`src/hw/apb_regs_pkg.sv`:
```
package apb_regs_pkg;

    // ------------------------------
    // Widths
    // ------------------------------
    localparam int ADDR_W   = 32;                         // APB address width
    localparam int DATA_W   = 32;                         // Register and bus data width
    localparam int NUM_REGS = 8;                          // Registers in the bank
    localparam int IRQ_W    = 32;                         // Interrupt event lines

    typedef logic [ADDR_W-1:0] addr_t;                    // Byte address on the bus
    typedef logic [DATA_W-1:0] data_t;                    // One register word
    typedef logic [2:0]        reg_idx_t;                 // Index into the bank

    // Whole bank contents, index 0 in the low word
    typedef data_t [NUM_REGS-1:0] reg_file_t;

    // ------------------------------
    // Register index names
    // ------------------------------
    localparam reg_idx_t IDX_REG0       = 3'd0;           // RW
    localparam reg_idx_t IDX_REG1       = 3'd1;           // RW
    localparam reg_idx_t IDX_STATUS     = 3'd2;           // Written by hardware only
    localparam reg_idx_t IDX_CONTROL    = 3'd3;           // Write only
    localparam reg_idx_t IDX_INT_ENABLE = 3'd4;           // RW
    localparam reg_idx_t IDX_INT_STATUS = 3'd5;           // Set by events, W1C
    localparam reg_idx_t IDX_W1S        = 3'd6;           // Write 1 to set
    localparam reg_idx_t IDX_TOGGLE     = 3'd7;           // Inverted by hardware event

    // ------------------------------
    // Address map
    // ------------------------------
    localparam addr_t ADDR_REG0       = 32'h0000_0000;
    localparam addr_t ADDR_REG1       = 32'h0000_0004;
    localparam addr_t ADDR_STATUS     = 32'h0000_0008;
    localparam addr_t ADDR_CONTROL    = 32'h0000_000C;
    localparam addr_t ADDR_INT_ENABLE = 32'h0000_0010;
    localparam addr_t ADDR_INT_STATUS = 32'h0000_0014;
    localparam addr_t ADDR_W1S        = 32'h0000_0018;
    localparam addr_t ADDR_TOGGLE     = 32'h0000_001C;    // Last mapped word

endpackage

```
`src/hw/reg_access_if.sv`:
```
`timescale 1ns/1ps

// Decoded APB access, one set of levels per access phase
interface reg_access_if import apb_regs_pkg::*; ();

    logic     wr_stb;                                     // Legal SW write this phase
    logic     rd_stb;                                     // Legal SW read this phase
    reg_idx_t reg_idx;                                    // Addressed register
    data_t    wdata;                                      // Write data from PWDATA
    logic     err;                                        // Refused access

    // ------------------------------
    // Modports
    // ------------------------------
    modport decoder (
        output wr_stb,
        output rd_stb,
        output reg_idx,
        output wdata,
        output err
    );

    modport bank (
        input  wr_stb,
        input  reg_idx,
        input  wdata
    );

    modport resp (
        input  rd_stb,
        input  reg_idx,
        input  err
    );

endinterface

```
`src/hw/apb_addr_decode.sv`:
```
`timescale 1ns/1ps

module apb_addr_decode import apb_regs_pkg::*; (
    input  logic  i_psel,                                 // Peripheral select
    input  logic  i_penable,                              // Second cycle of transfer
    input  logic  i_pwrite,                               // 1 write, 0 read
    input  addr_t i_paddr,                                // Byte address
    input  data_t i_pwdata,                               // Write data
    reg_access_if.decoder acc                             // Decoded access out
);

    logic     access;                                     // Access phase
    reg_idx_t idx;                                        // Index from address match
    logic     wr_ok;                                      // Address accepts SW writes
    logic     rd_ok;                                      // Address accepts SW reads

    assign access = i_psel && i_penable;

    // ------------------------------
    // Address map lookup
    // ------------------------------
    always_comb begin
        idx   = IDX_REG0;                                 // Don't care when unmapped
        wr_ok = 1'b0;
        rd_ok = 1'b0;
        case (i_paddr)
            ADDR_REG0: begin
                idx   = IDX_REG0;
                wr_ok = 1'b1;
                rd_ok = 1'b1;
            end
            ADDR_REG1: begin
                idx   = IDX_REG1;
                wr_ok = 1'b1;
                rd_ok = 1'b1;
            end
            ADDR_STATUS: begin
                idx   = IDX_STATUS;
                rd_ok = 1'b1;                             // HW owns the value
            end
            ADDR_CONTROL: begin
                idx   = IDX_CONTROL;
                wr_ok = 1'b1;                             // Reads refused
            end
            ADDR_INT_ENABLE: begin
                idx   = IDX_INT_ENABLE;
                wr_ok = 1'b1;
                rd_ok = 1'b1;
            end
            ADDR_INT_STATUS: begin
                idx   = IDX_INT_STATUS;
                wr_ok = 1'b1;                             // W1C
                rd_ok = 1'b1;
            end
            ADDR_W1S: begin
                idx   = IDX_W1S;
                wr_ok = 1'b1;
                rd_ok = 1'b1;
            end
            ADDR_TOGGLE: begin
                idx   = IDX_TOGGLE;
                rd_ok = 1'b1;                             // HW event only
            end
            default: ;                                    // Unmapped, both refused
        endcase
    end

    // ------------------------------
    // Strobes and error
    // ------------------------------
    assign acc.reg_idx = idx;
    assign acc.wdata   = i_pwdata;
    assign acc.wr_stb  = access && i_pwrite && wr_ok;
    assign acc.rd_stb  = access && !i_pwrite && rd_ok;
    assign acc.err     = access && !(i_pwrite ? wr_ok : rd_ok);

    // Only inside an access phase, and at most one outcome per phase
    always_comb begin
        a_one_outcome : assert final (
            $onehot0({acc.wr_stb, acc.rd_stb, acc.err}) &&
            (access || !(acc.wr_stb || acc.rd_stb || acc.err))
        );
    end

endmodule

```
`src/hw/apb_reg_bank.sv`:
```
`timescale 1ns/1ps

module apb_reg_bank import apb_regs_pkg::*; (
    input  logic             i_pclk,                      // APB clock
    input  logic             i_presetn,                   // Async reset, active low
    reg_access_if.bank       acc,                         // Decoded SW write
    input  logic             i_status_hw_en,              // Load STATUS this edge
    input  data_t            i_status_hw,                 // New STATUS value
    input  logic             i_toggle_event,              // Invert TOGGLE this edge
    input  logic [IRQ_W-1:0] i_irq_event,                 // Sets INT_STATUS bits
    output reg_file_t        o_regs                       // Bank to result stage
);

    data_t reg0_q;
    data_t reg1_q;
    data_t status_q;
    data_t control_q;
    data_t int_enable_q;
    data_t int_status_q;
    data_t w1s_q;
    data_t toggle_q;

    // ------------------------------
    // Per-register write enables
    // ------------------------------
    logic  wr_reg0;
    logic  wr_reg1;
    logic  wr_control;
    logic  wr_int_enable;
    logic  wr_int_status;
    logic  wr_w1s;
    data_t w1c_mask;                                      // Bits SW clears in INT_STATUS

    assign wr_reg0       = acc.wr_stb && (acc.reg_idx == IDX_REG0);
    assign wr_reg1       = acc.wr_stb && (acc.reg_idx == IDX_REG1);
    assign wr_control    = acc.wr_stb && (acc.reg_idx == IDX_CONTROL);
    assign wr_int_enable = acc.wr_stb && (acc.reg_idx == IDX_INT_ENABLE);
    assign wr_int_status = acc.wr_stb && (acc.reg_idx == IDX_INT_STATUS);
    assign wr_w1s        = acc.wr_stb && (acc.reg_idx == IDX_W1S);
    assign w1c_mask      = wr_int_status ? acc.wdata : '0;

    // ------------------------------
    // Software registers
    // ------------------------------
    always_ff @(posedge i_pclk or negedge i_presetn) begin
        if (!i_presetn) begin
            reg0_q       <= '0;
            reg1_q       <= '0;
            control_q    <= '0;
            int_enable_q <= '0;
        end else begin
            if (wr_reg0)
                reg0_q <= acc.wdata;                      // Plain load
            if (wr_reg1)
                reg1_q <= acc.wdata;
            if (wr_control)
                control_q <= acc.wdata;                   // Seen by HW only
            if (wr_int_enable)
                int_enable_q <= acc.wdata;
        end
    end

    always_ff @(posedge i_pclk or negedge i_presetn) begin
        if (!i_presetn)
            w1s_q <= '0;
        else if (wr_w1s)
            w1s_q <= w1s_q | acc.wdata;                   // Ones accumulate
    end

    // ------------------------------
    // Hardware updated registers
    // ------------------------------
    always_ff @(posedge i_pclk or negedge i_presetn) begin
        if (!i_presetn)
            status_q <= '0;
        else if (i_status_hw_en)
            status_q <= i_status_hw;
    end

    always_ff @(posedge i_pclk or negedge i_presetn) begin
        if (!i_presetn)
            toggle_q <= '0;
        else if (i_toggle_event)
            toggle_q <= ~toggle_q;                        // Whole word flips
    end

    // Event OR applied after the clear, so an event beats W1C on the same bit
    always_ff @(posedge i_pclk or negedge i_presetn) begin
        if (!i_presetn)
            int_status_q <= '0;
        else
            int_status_q <= (int_status_q & ~w1c_mask) | i_irq_event;
    end

    // ------------------------------
    // Bank out
    // ------------------------------
    assign o_regs[IDX_REG0]       = reg0_q;
    assign o_regs[IDX_REG1]       = reg1_q;
    assign o_regs[IDX_STATUS]     = status_q;
    assign o_regs[IDX_CONTROL]    = control_q;
    assign o_regs[IDX_INT_ENABLE] = int_enable_q;
    assign o_regs[IDX_INT_STATUS] = int_status_q;
    assign o_regs[IDX_W1S]        = w1s_q;
    assign o_regs[IDX_TOGGLE]     = toggle_q;

    // W1S only gains bits until the next reset
    a_w1s_sticky : assert property (
        @(posedge i_pclk) disable iff (!i_presetn)
        (($past(w1s_q) & ~w1s_q) == '0)
    );

    // STATUS follows the HW load enable of the previous cycle
    a_status_hw_only : assert property (
        @(posedge i_pclk) disable iff (!i_presetn)
        (status_q != $past(status_q)) |-> $past(i_status_hw_en)
    );

endmodule

```
`src/hw/apb_read_resp.sv`:
```
`timescale 1ns/1ps

module apb_read_resp import apb_regs_pkg::*; (
    input  logic       i_pclk,                            // APB clock
    input  logic       i_presetn,                         // Async reset, active low
    reg_access_if.resp acc,                               // Decoded read and error
    input  reg_file_t  i_regs,                            // Bank contents
    output data_t      o_prdata,                          // Read data
    output logic       o_pready,                          // Always ready
    output logic       o_pslverr,                         // Refused access
    output logic       o_irq                              // Registered IRQ request
);

    logic  irq_q;
    logic  irq_pending;                                   // Any enabled pending bit
    data_t int_status;
    data_t int_enable;

    // ------------------------------
    // Read data and response
    // ------------------------------
    assign o_prdata  = acc.rd_stb ? i_regs[acc.reg_idx] : '0;   // Zero when idle
    assign o_pslverr = acc.err;
    assign o_pready  = 1'b1;                              // No wait states

    // ------------------------------
    // Interrupt request
    // ------------------------------
    assign int_status  = i_regs[IDX_INT_STATUS];
    assign int_enable  = i_regs[IDX_INT_ENABLE];
    assign irq_pending = |(int_status & int_enable);

    always_ff @(posedge i_pclk or negedge i_presetn) begin
        if (!i_presetn)
            irq_q <= 1'b0;
        else
            irq_q <= irq_pending;                         // One edge behind the bank
    end

    assign o_irq = irq_q;

    // Bus stays quiet outside a legal read
    a_prdata_idle_zero : assert property (
        @(posedge i_pclk) disable iff (!i_presetn)
        !acc.rd_stb |-> (o_prdata == '0)
    );

endmodule

```
`src/hw/apb_regfile_top.sv`:
```
`timescale 1ns/1ps

module apb_regfile_top import apb_regs_pkg::*; (
    // ------------------------------
    // APB
    // ------------------------------
    input  logic             i_pclk,                      // APB clock
    input  logic             i_presetn,                   // Async reset, active low
    input  logic             i_psel,
    input  logic             i_penable,
    input  logic             i_pwrite,
    input  addr_t            i_paddr,
    input  data_t            i_pwdata,
    output data_t            o_prdata,
    output logic             o_pready,
    output logic             o_pslverr,
    // ------------------------------
    // Hardware side
    // ------------------------------
    input  logic             i_status_hw_en,              // STATUS load enable
    input  data_t            i_status_hw,                 // STATUS load value
    input  logic             i_toggle_event,              // TOGGLE invert pulse
    input  logic [IRQ_W-1:0] i_irq_event,                 // INT_STATUS set lines
    output logic             o_irq                        // Interrupt request
);

    reg_access_if u_acc ();                               // Decode to bank and resp
    reg_file_t    regs;                                   // Bank contents

    // Decode stage
    apb_addr_decode u_decode (
        .i_psel    (i_psel),
        .i_penable (i_penable),
        .i_pwrite  (i_pwrite),
        .i_paddr   (i_paddr),
        .i_pwdata  (i_pwdata),
        .acc       (u_acc.decoder)
    );

    // Execute stage
    apb_reg_bank u_bank (
        .i_pclk         (i_pclk),
        .i_presetn      (i_presetn),
        .acc            (u_acc.bank),
        .i_status_hw_en (i_status_hw_en),
        .i_status_hw    (i_status_hw),
        .i_toggle_event (i_toggle_event),
        .i_irq_event    (i_irq_event),
        .o_regs         (regs)
    );

    // Result stage
    apb_read_resp u_resp (
        .i_pclk    (i_pclk),
        .i_presetn (i_presetn),
        .acc       (u_acc.resp),
        .i_regs    (regs),
        .o_prdata  (o_prdata),
        .o_pready  (o_pready),
        .o_pslverr (o_pslverr),
        .o_irq     (o_irq)
    );

endmodule

```
`config.mk`:
```
export PLATFORM = sky130hd
export DESIGN_NAME = apb_regfile_top
export DESIGN_NICKNAME = d
export VERILOG_FILES = /design/src/hw/apb_regs_pkg.sv /design/src/hw/reg_access_if.sv /design/src/hw/apb_addr_decode.sv /design/src/hw/apb_reg_bank.sv /design/src/hw/apb_read_resp.sv /design/src/hw/apb_regfile_top.sv
export SDC_FILE = /design/constraint.sdc
export NUM_CORES = 1
export LEC_CHECK = 0
export BUFFER_PORTS_ARGS = -buffer_cell sky130_fd_sc_hd__buf_2
export CAP_MARGIN = 20
export CORE_MARGIN = 3
export CORE_UTILIZATION = 45
export CTS_BUF_LIST = sky130_fd_sc_hd__clkbuf_2 sky130_fd_sc_hd__clkbuf_4 sky130_fd_sc_hd__clkbuf_8
export CTS_CLUSTER_DIAMETER = 50
export DETAILED_ROUTE_END_ITERATION = 16
export GPL_TIMING_DRIVEN = 0
export PLACE_DENSITY = 0.65
export REMOVE_ABC_BUFFERS = 1
export SLEW_MARGIN = 20
export SYNTH_ARGS = -nofsm -noshare
export SYNTH_HDL_FRONTEND = slang
export SYNTH_SLANG_ARGS = --single-unit
```
`constraint.sdc`:
```
create_clock -name i_pclk -period 3.35 [get_ports i_pclk]
set_input_delay 0.8375 -clock i_pclk [delete_from_list [all_inputs] [get_ports i_pclk]]
set_output_delay 0.8375 -clock i_pclk [all_outputs]
set_load 0.02 [all_outputs]
```
; ---- Word-level counts from Yosys, hierarchy flattened
; Cells that the tools add are included.
[word_totals]
output_inout_bits = 35
inputBits = 135
ff_bits = 257
[classes]
n_reduce_logical = 19
bitwise = 6
n_mux = 8
order_cmp = 1
eq_ne = 12
[ops]
columns = operator, count
row1 = "32-bit by 5-bit == test with 1-bit output, second input constant", 4
row2 = 32-bit binary-select mux with 3-bit select, 1
row3 = 32-bit 2-to-1 mux, 3
row4 = 32-bit AND, 2
row5 = "32-bit by 4-bit == test with 1-bit output, second input constant", 2
row6 = 32-bit NOT, 2
row7 = 32-bit bitwise OR, 2
row8 = "32-bit by 3-bit == test with 1-bit output, second input constant", 1
row9 = 32-bit zero test, 1
row10 = 32-bit OR reduction, 1
row11 = 3-bit one-hot mux with 7 select lines, 1
row12 = 1-bit logical AND, 12
row13 = "3-bit == test, second input constant", 3
row14 = 7-bit OR reduction, 1
row15 = 6-bit OR reduction, 1
row16 = "3-bit by 4-bit < comparator with 1-bit output, second input constant", 1
row17 = "3-bit by 1-bit == test with 1-bit output, second input constant", 1
row18 = "3-bit by 2-bit == test with 1-bit output, second input constant", 1
row19 = 3-bit zero test, 1
row20 = 1-bit 2-to-1 mux, 3
row21 = 1-bit zero test, 2

; ---- Depth between registers and ports, before layout
; Gate-level depths: netlist of run 1.
[depth]
depth_word = 9
mapped_depth = 7
mapped_depth_nobuf = 4

; ---- Hierarchy
; A second synthesis of run 1 with hierarchy kept.
[hier_totals]
hier_cells = 845
area_unflattened_um2 = 12391.9
[by_module_without_submodules]
columns = module, n_inst, area_each_um2, cells_each, seq_area_each_um2
row1 = apb_reg_bank, 1, 9613.0, 612, 6406.1
row2 = apb_read_resp, 1, 2339.7, 174, 25.0
row3 = apb_addr_decode, 1, 439.2, 59, 0.0

; ---- Worst setup path before layout of run 1
; OpenSTA, ideal clock, no wires.
[synth_path]
path_type = input-to-output
start = in i_paddr[0]
end = out o_prdata[19]
arrival_time_ns = 2.618
path_slack_ns = -0.105
cell_stages = 6
n_path_buf = 2
path_cell_list = clkbuf_1 nor2_2 a21boi_1 clkbuf_1 o2111ai_1 o32ai_1
[synth_via]
elab_chain_len = 5
[synth_rtl]
columns = item, line
row1 = start: declaration, apb_regfile_top.sv:12  ; input addr_t i_paddr,
row2 = 32-bit by 5-bit == test with 1-bit output (tied with other cells), apb_addr_decode.sv:26  ; case (i_paddr)
row3 = 3-bit one-hot mux with 7 select lines / 7-bit OR reduction (equally long branches), -
row4 = 32-bit binary-select mux with 3-bit select / 1-bit 2-to-1 mux (equally long branches), "apb_read_resp.sv:22, apb_addr_decode.sv:26"
row5 = 32-bit 2-to-1 mux (not written as such) / 1-bit logical AND (equally long branches), "apb_read_resp.sv:22, apb_addr_decode.sv:74"
row6 = 32-bit 2-to-1 mux *, apb_read_resp.sv:22  ; assign o_prdata = acc.rd_stb ? i_regs[acc.reg_idx] : '0;
row7 = end: declaration, apb_regfile_top.sv:14  ; output data_t o_prdata,
; Every way passes the cells marked *; elsewhere a longest branch is shown, timed or not. The select of a mux whose other input is x is not followed.

; ---- Worst setup path in the final report of run 1
[layout_path]
start = in i_paddr[31]
end = out o_prdata[30]
; Same word-level chain as after synthesis.

==> flow_metrics.env, run 1 <==
export IMPL_slew_headroom=0.257
export IMPL_ys_seq_area_frac=0.506
export IMPL_finish_utilization=0.647
export IMPL_synth_warning_count=0
export IMPL_min_period_ns=3.48
export IMPL_end_kind="output pin"
export IMPL_drc_errors=0
export IMPL_r2r_end="u_resp.o_irq"
export IMPL_cts_max_path_buffers=3
export IMPL_drt_total_wl_mm=46.2
export IMPL_start_util=0.465
export IMPL_io_pins=170
export IMPL_rsz0062_at_grt="yes"
export IMPL_dp_cells=1566
export IMPL_hold_path_class="input pin to async pin"
export IMPL_cts_clk_slew_worst_paths_ns=0.05
export IMPL_antenna_found_initial=2
export IMPL_core_um2=27300
export IMPL_hold_viol=0
export IMPL_crit_arrival_ns=2.65
export IMPL_synth_cells=1099
export IMPL_busiest_layer="met2"
export IMPL_drive_gt1_frac=0.445
export IMPL_viasPerCell=6.38
export IMPL_path_common_cell="buf_4"
export IMPL_reg2reg_depth=4
export IMPL_h_tree_depth=2
export IMPL_fillCellCount=2100
export IMPL_avgRoutedWirePerCell_um=26.9
export IMPL_final_setup_worst_slack_ns=-0.134
export IMPL_status="complete, but fails checks"
export IMPL_period_share=1.04
export IMPL_final_area_um2=17700
export IMPL_die_y_um=174
export IMPL_dpl_hpwl_mm=23.6
export IMPL_synth_distinct_cells=52
export IMPL_clock_sinks=257
export IMPL_fp_dieW_um=174
export IMPL_failed_checks="negative setup slack"
export IMPL_synth_main_ff_cell="dfrtp_1"
export IMPL_globalplace_congestion=0.755
export IMPL_max_stage_delay_ns=0.51
export IMPL_cap_viol_max_count=0
export IMPL_num_vias=10965
export IMPL_num_rows=60
export IMPL_diodes=0
export IMPL_skew_ns=0.0110
export IMPL_dieArea_um2=30300
export IMPL_fmax_mhz=287
export IMPL_p_leak_nw=7.65
export IMPL_place_area_um2=14200
export IMPL_worst_pin_slew_ns=1.12
export IMPL_grt_use_met2=0.448
export IMPL_first_iter_violations=932
export IMPL_cts_tree="done"
export IMPL_synth_edff_count=0
export IMPL_yosysTopAreaCell="dfrtp_1"
export IMPL_startpoint_type="input pin"
export IMPL_yosys_top_cells_area="dfrtp_1 51%, mux2_2 11%, a21o_1 3.8%"
export IMPL_cts_buffers=45
export IMPL_netlist_area_um2=12700
export IMPL_area_growth_synth_to_final_pct=39.3
export IMPL_mostFrequentLayoutCells="257 x dfrtp_1, 125 x mux2_2, 120 x buf_2, 65 x nand2_1, 64 x a21o_1"
export IMPL_cp_cell_sequence="buf_6 > nor4_4 > buf_4 > nand4_4 > buf_12 > or4_4 > a221oi_2 > buf_4"
export IMPL_regToRegStartpoint="u_bank.int_enable_q[8]"
export IMPL_layout_nets=1449
export IMPL_grt_use_total=0.290
export IMPL_use_met1=0.390
export IMPL_final_antenna_net_count=0
export IMPL_cts_root_buf="clkbuf_8"
export IMPL_dr_pass1_iters=5
export IMPL_grt_pass1_vias=11200
export IMPL_final_cells=1719
export IMPL_syn_area_per_cell_um2=11.6
export IMPL_slew_violations=0
export IMPL_clk_latency_ns=0.56
export IMPL_final_common_cell="dfrtp_1"
export IMPL_grt_overflow=0
export IMPL_ff2ff_setup_slack_ns=1.57
export IMPL_io_buffers=168
export IMPL_grt_first_pass_wirelength_mm=68.0
export IMPL_crit_slowest_cell="or4_4"
export IMPL_postSynthRegisterBits=257
export IMPL_grt_max_degree=91
export IMPL_setup_violations_final=21
export IMPL_powerDensity_nw_per_um2=422
export IMPL_crit_fanout=4
export IMPL_yosysTopAreaCellShare=0.506
export IMPL_critPathKind="input pin to output pin"
export IMPL_ys_async_sr_fraction=1.00
export IMPL_globalRouteMet3Util=0.0671
export IMPL_ir_worst_vdd_uv=236
export IMPL_required_ns=2.51
-- layout make-up --
class	count	area [um2]	share of cell area
inverter	3	18.8	0.00106
tap	372	465	0.0263
multi-input combinational	737	7180	0.406
sequential	257	6430	0.364
timing repair buffer	270	2620	0.148
clock buffer	72	903	0.0511
clock inverter	8	73.8	0.00417
-- through the flow --
step | hold WS (ns) | power (mW) | setup TNS, ns | worst slack, ns
finish | 0.245 | 7.46 | -0.705 | -0.134
floorplan | 0.423 | 3.82 | -416.70 | -3.71
global placement | 0.435 | 4.19 | -2390.11 | -11.07
detailed placement | 0.444 | 4.22 | -100.79 | -1.49
global route | 0.302 | 7.74 | -2.56 | -0.200
CTS | 0.263 | 7.45 | -0.687 | -0.0684
-- metal layers --
| metal | wire length [um] | vias up | share of wire |
|---|---|---|---|
| li1 | - | 4629 | - |
| met1 | 19200 | 5589 | 0.42 |
| met2 | 21200 | 587 | 0.46 |
| met3 | 4110 | 156 | 0.089 |
| met4 | 1690 | 4 | 0.037 |
| met5 | 27 | - | 0.00058 |
-- worst max path at each step --
stage,end,start,slack [ns]
after floorplan,u_bank.reg1_q[3],i_paddr[1],-3.71
after global placement,u_bank.control_q[3],i_paddr[2],-11.07
after detailed placement,o_prdata[15],i_paddr[1],-1.49
after CTS,o_prdata[11],i_paddr[18],-0.07
after global routing,o_prdata[30],i_paddr[31],-0.20
final,o_prdata[30],i_paddr[31],-0.13
-- cell usage after synthesis, types with 3 or more instances --
| cell | instances |
|---|---|
| nand4_1 | 6 |
| a21o_1 | 64 |
| clkbuf_1 | 66 |
| nand2_1 | 67 |
| buf_2 | 22 |
| buf_4 | 7 |
| nand3_1 | 7 |
| a211oi_1 | 29 |
| mux2_2 | 125 |
| nor2b_1 | 28 |
| inv_1 | 3 |
| or4_1 | 33 |
| o32ai_1 | 29 |
| o2111ai_1 | 31 |
| buf_1 | 8 |
| xor2_1 | 32 |
| dfrtp_1 | 257 |
| and4_1 | 3 |
| nor4_2 | 7 |
| a21oi_1 | 34 |
| mux2i_1 | 33 |
| mux2_1 | 35 |
| o221ai_1 | 31 |
| a22oi_1 | 12 |
| nor4_1 | 29 |
| nor2_1 | 35 |
| nor3_1 | 33 |
-- report_power, final --
| part | internal, mW | switching, mW | total, mW |
|---|---|---|---|
| logic | 0.357 | 0.459 | 0.816 |
| registers | 3.35 | 0.185 | 3.53 |
| clock network | 1.78 | 1.33 | 3.12 |
| total | 5.49 | 1.98 | 7.46 |
-- timing repair --
action | CTS | global route
gates resized for setup | 115 | 156
cloned | 12 | 3
endpoints found under the setup margin | 60 | 32
setup buffers | 45 | 15
pin swaps | 18 | 31
hold buffers | 0 | 0
-- critical path: cells and delay by family --
kind | cells | cell delay [ns]
buffers and inverters | 4 | 0.63
AND/OR/NAND/NOR | 3 | 0.94
AO/OA/AOI/OAI | 1 | 0.22
-- sequential cells by signal, indices dropped and copies added (netlist names) --
| name | cells |
|---|---|
| u_bank.status_q | 32 |
| u_bank.reg0_q | 32 |
| u_bank.control_q | 32 |
| u_bank.int_status_q | 32 |
| u_bank.reg1_q | 32 |
| u_resp.o_irq | 1 |
| u_bank.toggle_q | 32 |
| u_bank.int_enable_q | 32 |
| u_bank.w1s_q | 32 |
-- cells by family after synthesis --
group                  Yosys count  share of synthesized area
XOR/XNOR                        33                     0.0228
other                            1                   0.000295
AND/OR/NAND/NOR                262                      0.116
buffers and inverters          109                     0.0372
flip-flops                     257                      0.506
multiplexers                   195                      0.171
AO/OA/AOI/OAI                  242                      0.146
Note: power is estimated with default switching activity, not from simulation.
==> inputs of run 2 (changes only) <==
--- a/config.mk
+++ b/config.mk
@@ -5,15 +5,15 @@
 export SDC_FILE = /design/constraint.sdc
 export NUM_CORES = 1
 export LEC_CHECK = 0
+export ABC_AREA = 1
 export BUFFER_PORTS_ARGS = -buffer_cell sky130_fd_sc_hd__buf_2
 export CAP_MARGIN = 20
 export CORE_MARGIN = 3
 export CORE_UTILIZATION = 45
-export CTS_BUF_LIST = sky130_fd_sc_hd__clkbuf_2 sky130_fd_sc_hd__clkbuf_4 sky130_fd_sc_hd__clkbuf_8
 export CTS_CLUSTER_DIAMETER = 50
 export DETAILED_ROUTE_END_ITERATION = 16
 export GPL_TIMING_DRIVEN = 0
-export PLACE_DENSITY = 0.65
+export PLACE_DENSITY = 0.64
 export REMOVE_ABC_BUFFERS = 1
 export SLEW_MARGIN = 20
 export SYNTH_ARGS = -nofsm -noshare
==> run 2 against run 1 <==
Against the previous run: the run still ends with negative setup slack left; register-to-register slack improved by 0.31 ns; first-iteration DRC count rose by 21%; final area rose by 0.57%; hold slack improved by 0.066 ns; clock power rose by 21%; clock skew rose by 0.0035 ns; largest cell class is now sequential cells; sequential share of layout area fell by 0.20 points.
==> flow_metrics.env, run 2 <==
export IMPL_dp_cells=2367
export IMPL_regToRegStartpoint="u_bank.int_status_q[13]"
export IMPL_skew_ns=0.0145
export IMPL_dr_pass1_iters=6
export IMPL_cp_cell_sequence="buf_6 > nor2_2 > nand2_2 > nor2_4 > buf_6 > nand4_1 > buf_6 > buf_12 > buf_12 > nand3_4 > buf_6 > clkbuf_16 > nand2_1 > nand2_1 > nand2_1 > nand2_1 > nand2_1 > nand2_2 > nor2_4 > buf_6"
export IMPL_h_tree_depth=2
export IMPL_grt_use_met2=0.421
export IMPL_synth_edff_count=0
export IMPL_synth_top_family_by_area="simple AND/OR/NAND/NOR gates"
export IMPL_max_stage_delay_ns=0.22
export IMPL_synthSimpleGateAreaFrac=0.281
export IMPL_final_area_um2=17800
export IMPL_required_ns=2.51
export IMPL_clk_latency_ns=0.51
export IMPL_start_util=0.459
export IMPL_slew_violations=0
export IMPL_place_area_um2=15200
export IMPL_busiest_layer="met2"
export IMPL_cts_clk_slew_worst_paths_ns=0.06
export IMPL_grt_use_total=0.266
export IMPL_layout_nets=2215
export IMPL_r2r_end="u_resp.o_irq"
export IMPL_grt_pass1_vias=12900
export IMPL_grt_first_pass_wirelength_mm=69.5
export IMPL_postSynthRegisterBits=257
export IMPL_ys_seq_area_frac=0.471
export IMPL_status="complete, but fails checks"
export IMPL_failed_checks="negative setup slack"
export IMPL_cts_tree="done"
export IMPL_first_iter_violations=1127
export IMPL_num_rows=63
export IMPL_startpoint_type="input pin"
export IMPL_cts_root_buf="clkbuf_16"
export IMPL_worst_path_buf_inv=8
export IMPL_synth_mux_area_frac=0.000824
export IMPL_avgRoutedWirePerCell_um=17.9
export IMPL_hold_viol=0
export IMPL_cts_max_path_buffers=3
export IMPL_drc_errors=0
export IMPL_viasPerCell=5.29
export IMPL_synth_main_ff_cell="dfrtp_1"
export IMPL_slew_headroom=0.249
export IMPL_ff2ff_setup_slack_ns=1.88
export IMPL_crit_slowest_cell="nor2_4"
export IMPL_mostFrequentLayoutCells="629 x nand2_1, 287 x inv_1, 257 x dfrtp_1, 160 x o21ai_0, 132 x buf_2"
export IMPL_globalplace_congestion=0.774
export IMPL_ys_async_sr_fraction=1.00
export IMPL_area_growth_synth_to_final_pct=30.2
export IMPL_core_um2=29800
export IMPL_setup_violations_final=33
export IMPL_synth_compound_area_share=0.109
export IMPL_min_period_ns=3.92
export IMPL_p_leak_nw=9.40
export IMPL_use_met1=0.360
export IMPL_final_common_cell="nand2_1"
export IMPL_cts_hold_buf=0
export IMPL_crit_arrival_ns=3.08
export IMPL_synth_distinct_cells=29
export IMPL_io_buffers=168
export IMPL_grt_max_degree=96
export IMPL_ir_worst_vdd_uv=424
export IMPL_synthAdderAreaFrac=0
export IMPL_critPathKind="input pin to output pin"
export IMPL_clock_sinks=257
export IMPL_globalRouteMet3Util=0.0497
export IMPL_yosysTopAreaCellShare=0.471
export IMPL_rsz0062_at_grt="yes"
export IMPL_period_share=1.17
export IMPL_fp_dieW_um=180
export IMPL_syn_area_per_cell_um2=7.21
export IMPL_final_antenna_net_count=0
export IMPL_synthTopCellsByCount="663 x nand2_1, 289 x inv_1, 257 x dfrtp_1, 160 x o21ai_0, 128 x nand4_1"
export IMPL_num_vias=13194
export IMPL_fmax_mhz=255
export IMPL_fin_tns_setup_ns=-15.77
export IMPL_crit_fanout=9
export IMPL_synth_warning_count=0
export IMPL_drt_total_wl_mm=44.7
export IMPL_io_pins=170
export IMPL_drive_gt1_frac=0.202
export IMPL_grt_overflow=0
export IMPL_final_setup_worst_slack_ns=-0.565
export IMPL_synth_cells=1895
export IMPL_cap_viol_max_count=0
export IMPL_cts_buffers=36
export IMPL_yosysMostFrequentCell="nand2_1"
export IMPL_cpLargestDelayFamily="buffers and inverters"
export IMPL_yosysTopAreaCell="dfrtp_1"
export IMPL_worst_pin_slew_ns=1.13
export IMPL_finish_utilization=0.597
export IMPL_synth_xor_area_share=0.0205
export IMPL_powerDensity_nw_per_um2=439
export IMPL_hold_path_class="input pin to async pin"
export IMPL_netlist_area_um2=13700
export IMPL_yosys_top_cells_area="dfrtp_1 47%, nand2_1 18%, inv_1 7.9%"
export IMPL_dpl_hpwl_mm=24.4
export IMPL_final_cells=2494
export IMPL_end_kind="output pin"
export IMPL_dieArea_um2=32500
export IMPL_die_y_um=180
export IMPL_reg2reg_depth=4
export IMPL_antenna_found_initial=2
-- run 2: worst max path at each step --
stage | from | end | slack [ns] | depth (start not counted)
floorplan | i_paddr[15] | o_prdata[30] | -5.42 | 9
global placement | i_paddr[1] | o_prdata[23] | -11.76 | 14
detailed placement | i_paddr[4] | o_prdata[23] | -1.76 | 21
CTS | i_paddr[10] | o_prdata[23] | -0.53 | 21
global route | i_paddr[14] | o_prdata[2] | -0.70 | 20
finish | i_paddr[14] | o_prdata[2] | -0.57 | 20
-- run 2: through the flow --
stage	worst slack (ns)	total power, mW	hold WS, ns
after floorplan	-5.42	3.80	0.428
after global placement	-11.76	4.04	0.438
after detailed placement	-1.76	4.06	0.446
after CTS	-0.530	7.86	0.327
after global routing	-0.696	8.12	0.348
final	-0.565	7.81	0.311
-- run 2: area by class of cell --
class	count	area, um2
clock buffer	45	996
timing repair buffer	258	2440
fill	2691	12000
multi-input combinational	1233	6100
clock inverter	16	188
timing repair inverter	1	8.76
antenna	1	2.50
sequential	257	6430
tap	390	488
inverter	293	1130
-- run 2: worst register-to-register path, cell delays in order, from the launching register on --
cell and delay (ns):
dfrtp_1 0.37, inv_1 0.10, o22ai_1 0.11, nor4_1 0.57
nand4_1 0.15
-- run 2: layer usage --
| layer | wire [um] | vias up |
|---|---|---|
| li1 | - | 6302 |
| met1 | 19100 | 6254 |
| met2 | 20600 | 532 |
| met3 | 3500 | 104 |
| met4 | 1540 | 2 |
| met5 | 14 | - |
-- run 2: logic make-up after synthesis --
logic type	Yosys count
other	1
flip-flops	257
AO/OA/AOI/OAI	277
XOR/XNOR	32
buffers and inverters	411
AND/OR/NAND/NOR	916
multiplexers	1
-- run 2: where the power goes --
part	total [mW]	internal [mW]	switching, mW
clock	3.78	2.35	1.44
combinational	0.544	0.230	0.314
sequential	3.49	3.34	0.146
total	7.81	5.92	1.90
-- run 2: what timing repair did --
| action | in CTS | in global routing |
|---|---|---|
| cloned | 16 | 7 |
| setup endpoints to repair | 49 | 97 |
| gates resized for setup | 122 | 72 |
| setup buffers | 41 | 8 |
| endpoints found under the hold margin | 0 | 0 |
| pin swaps | 41 | 45 |
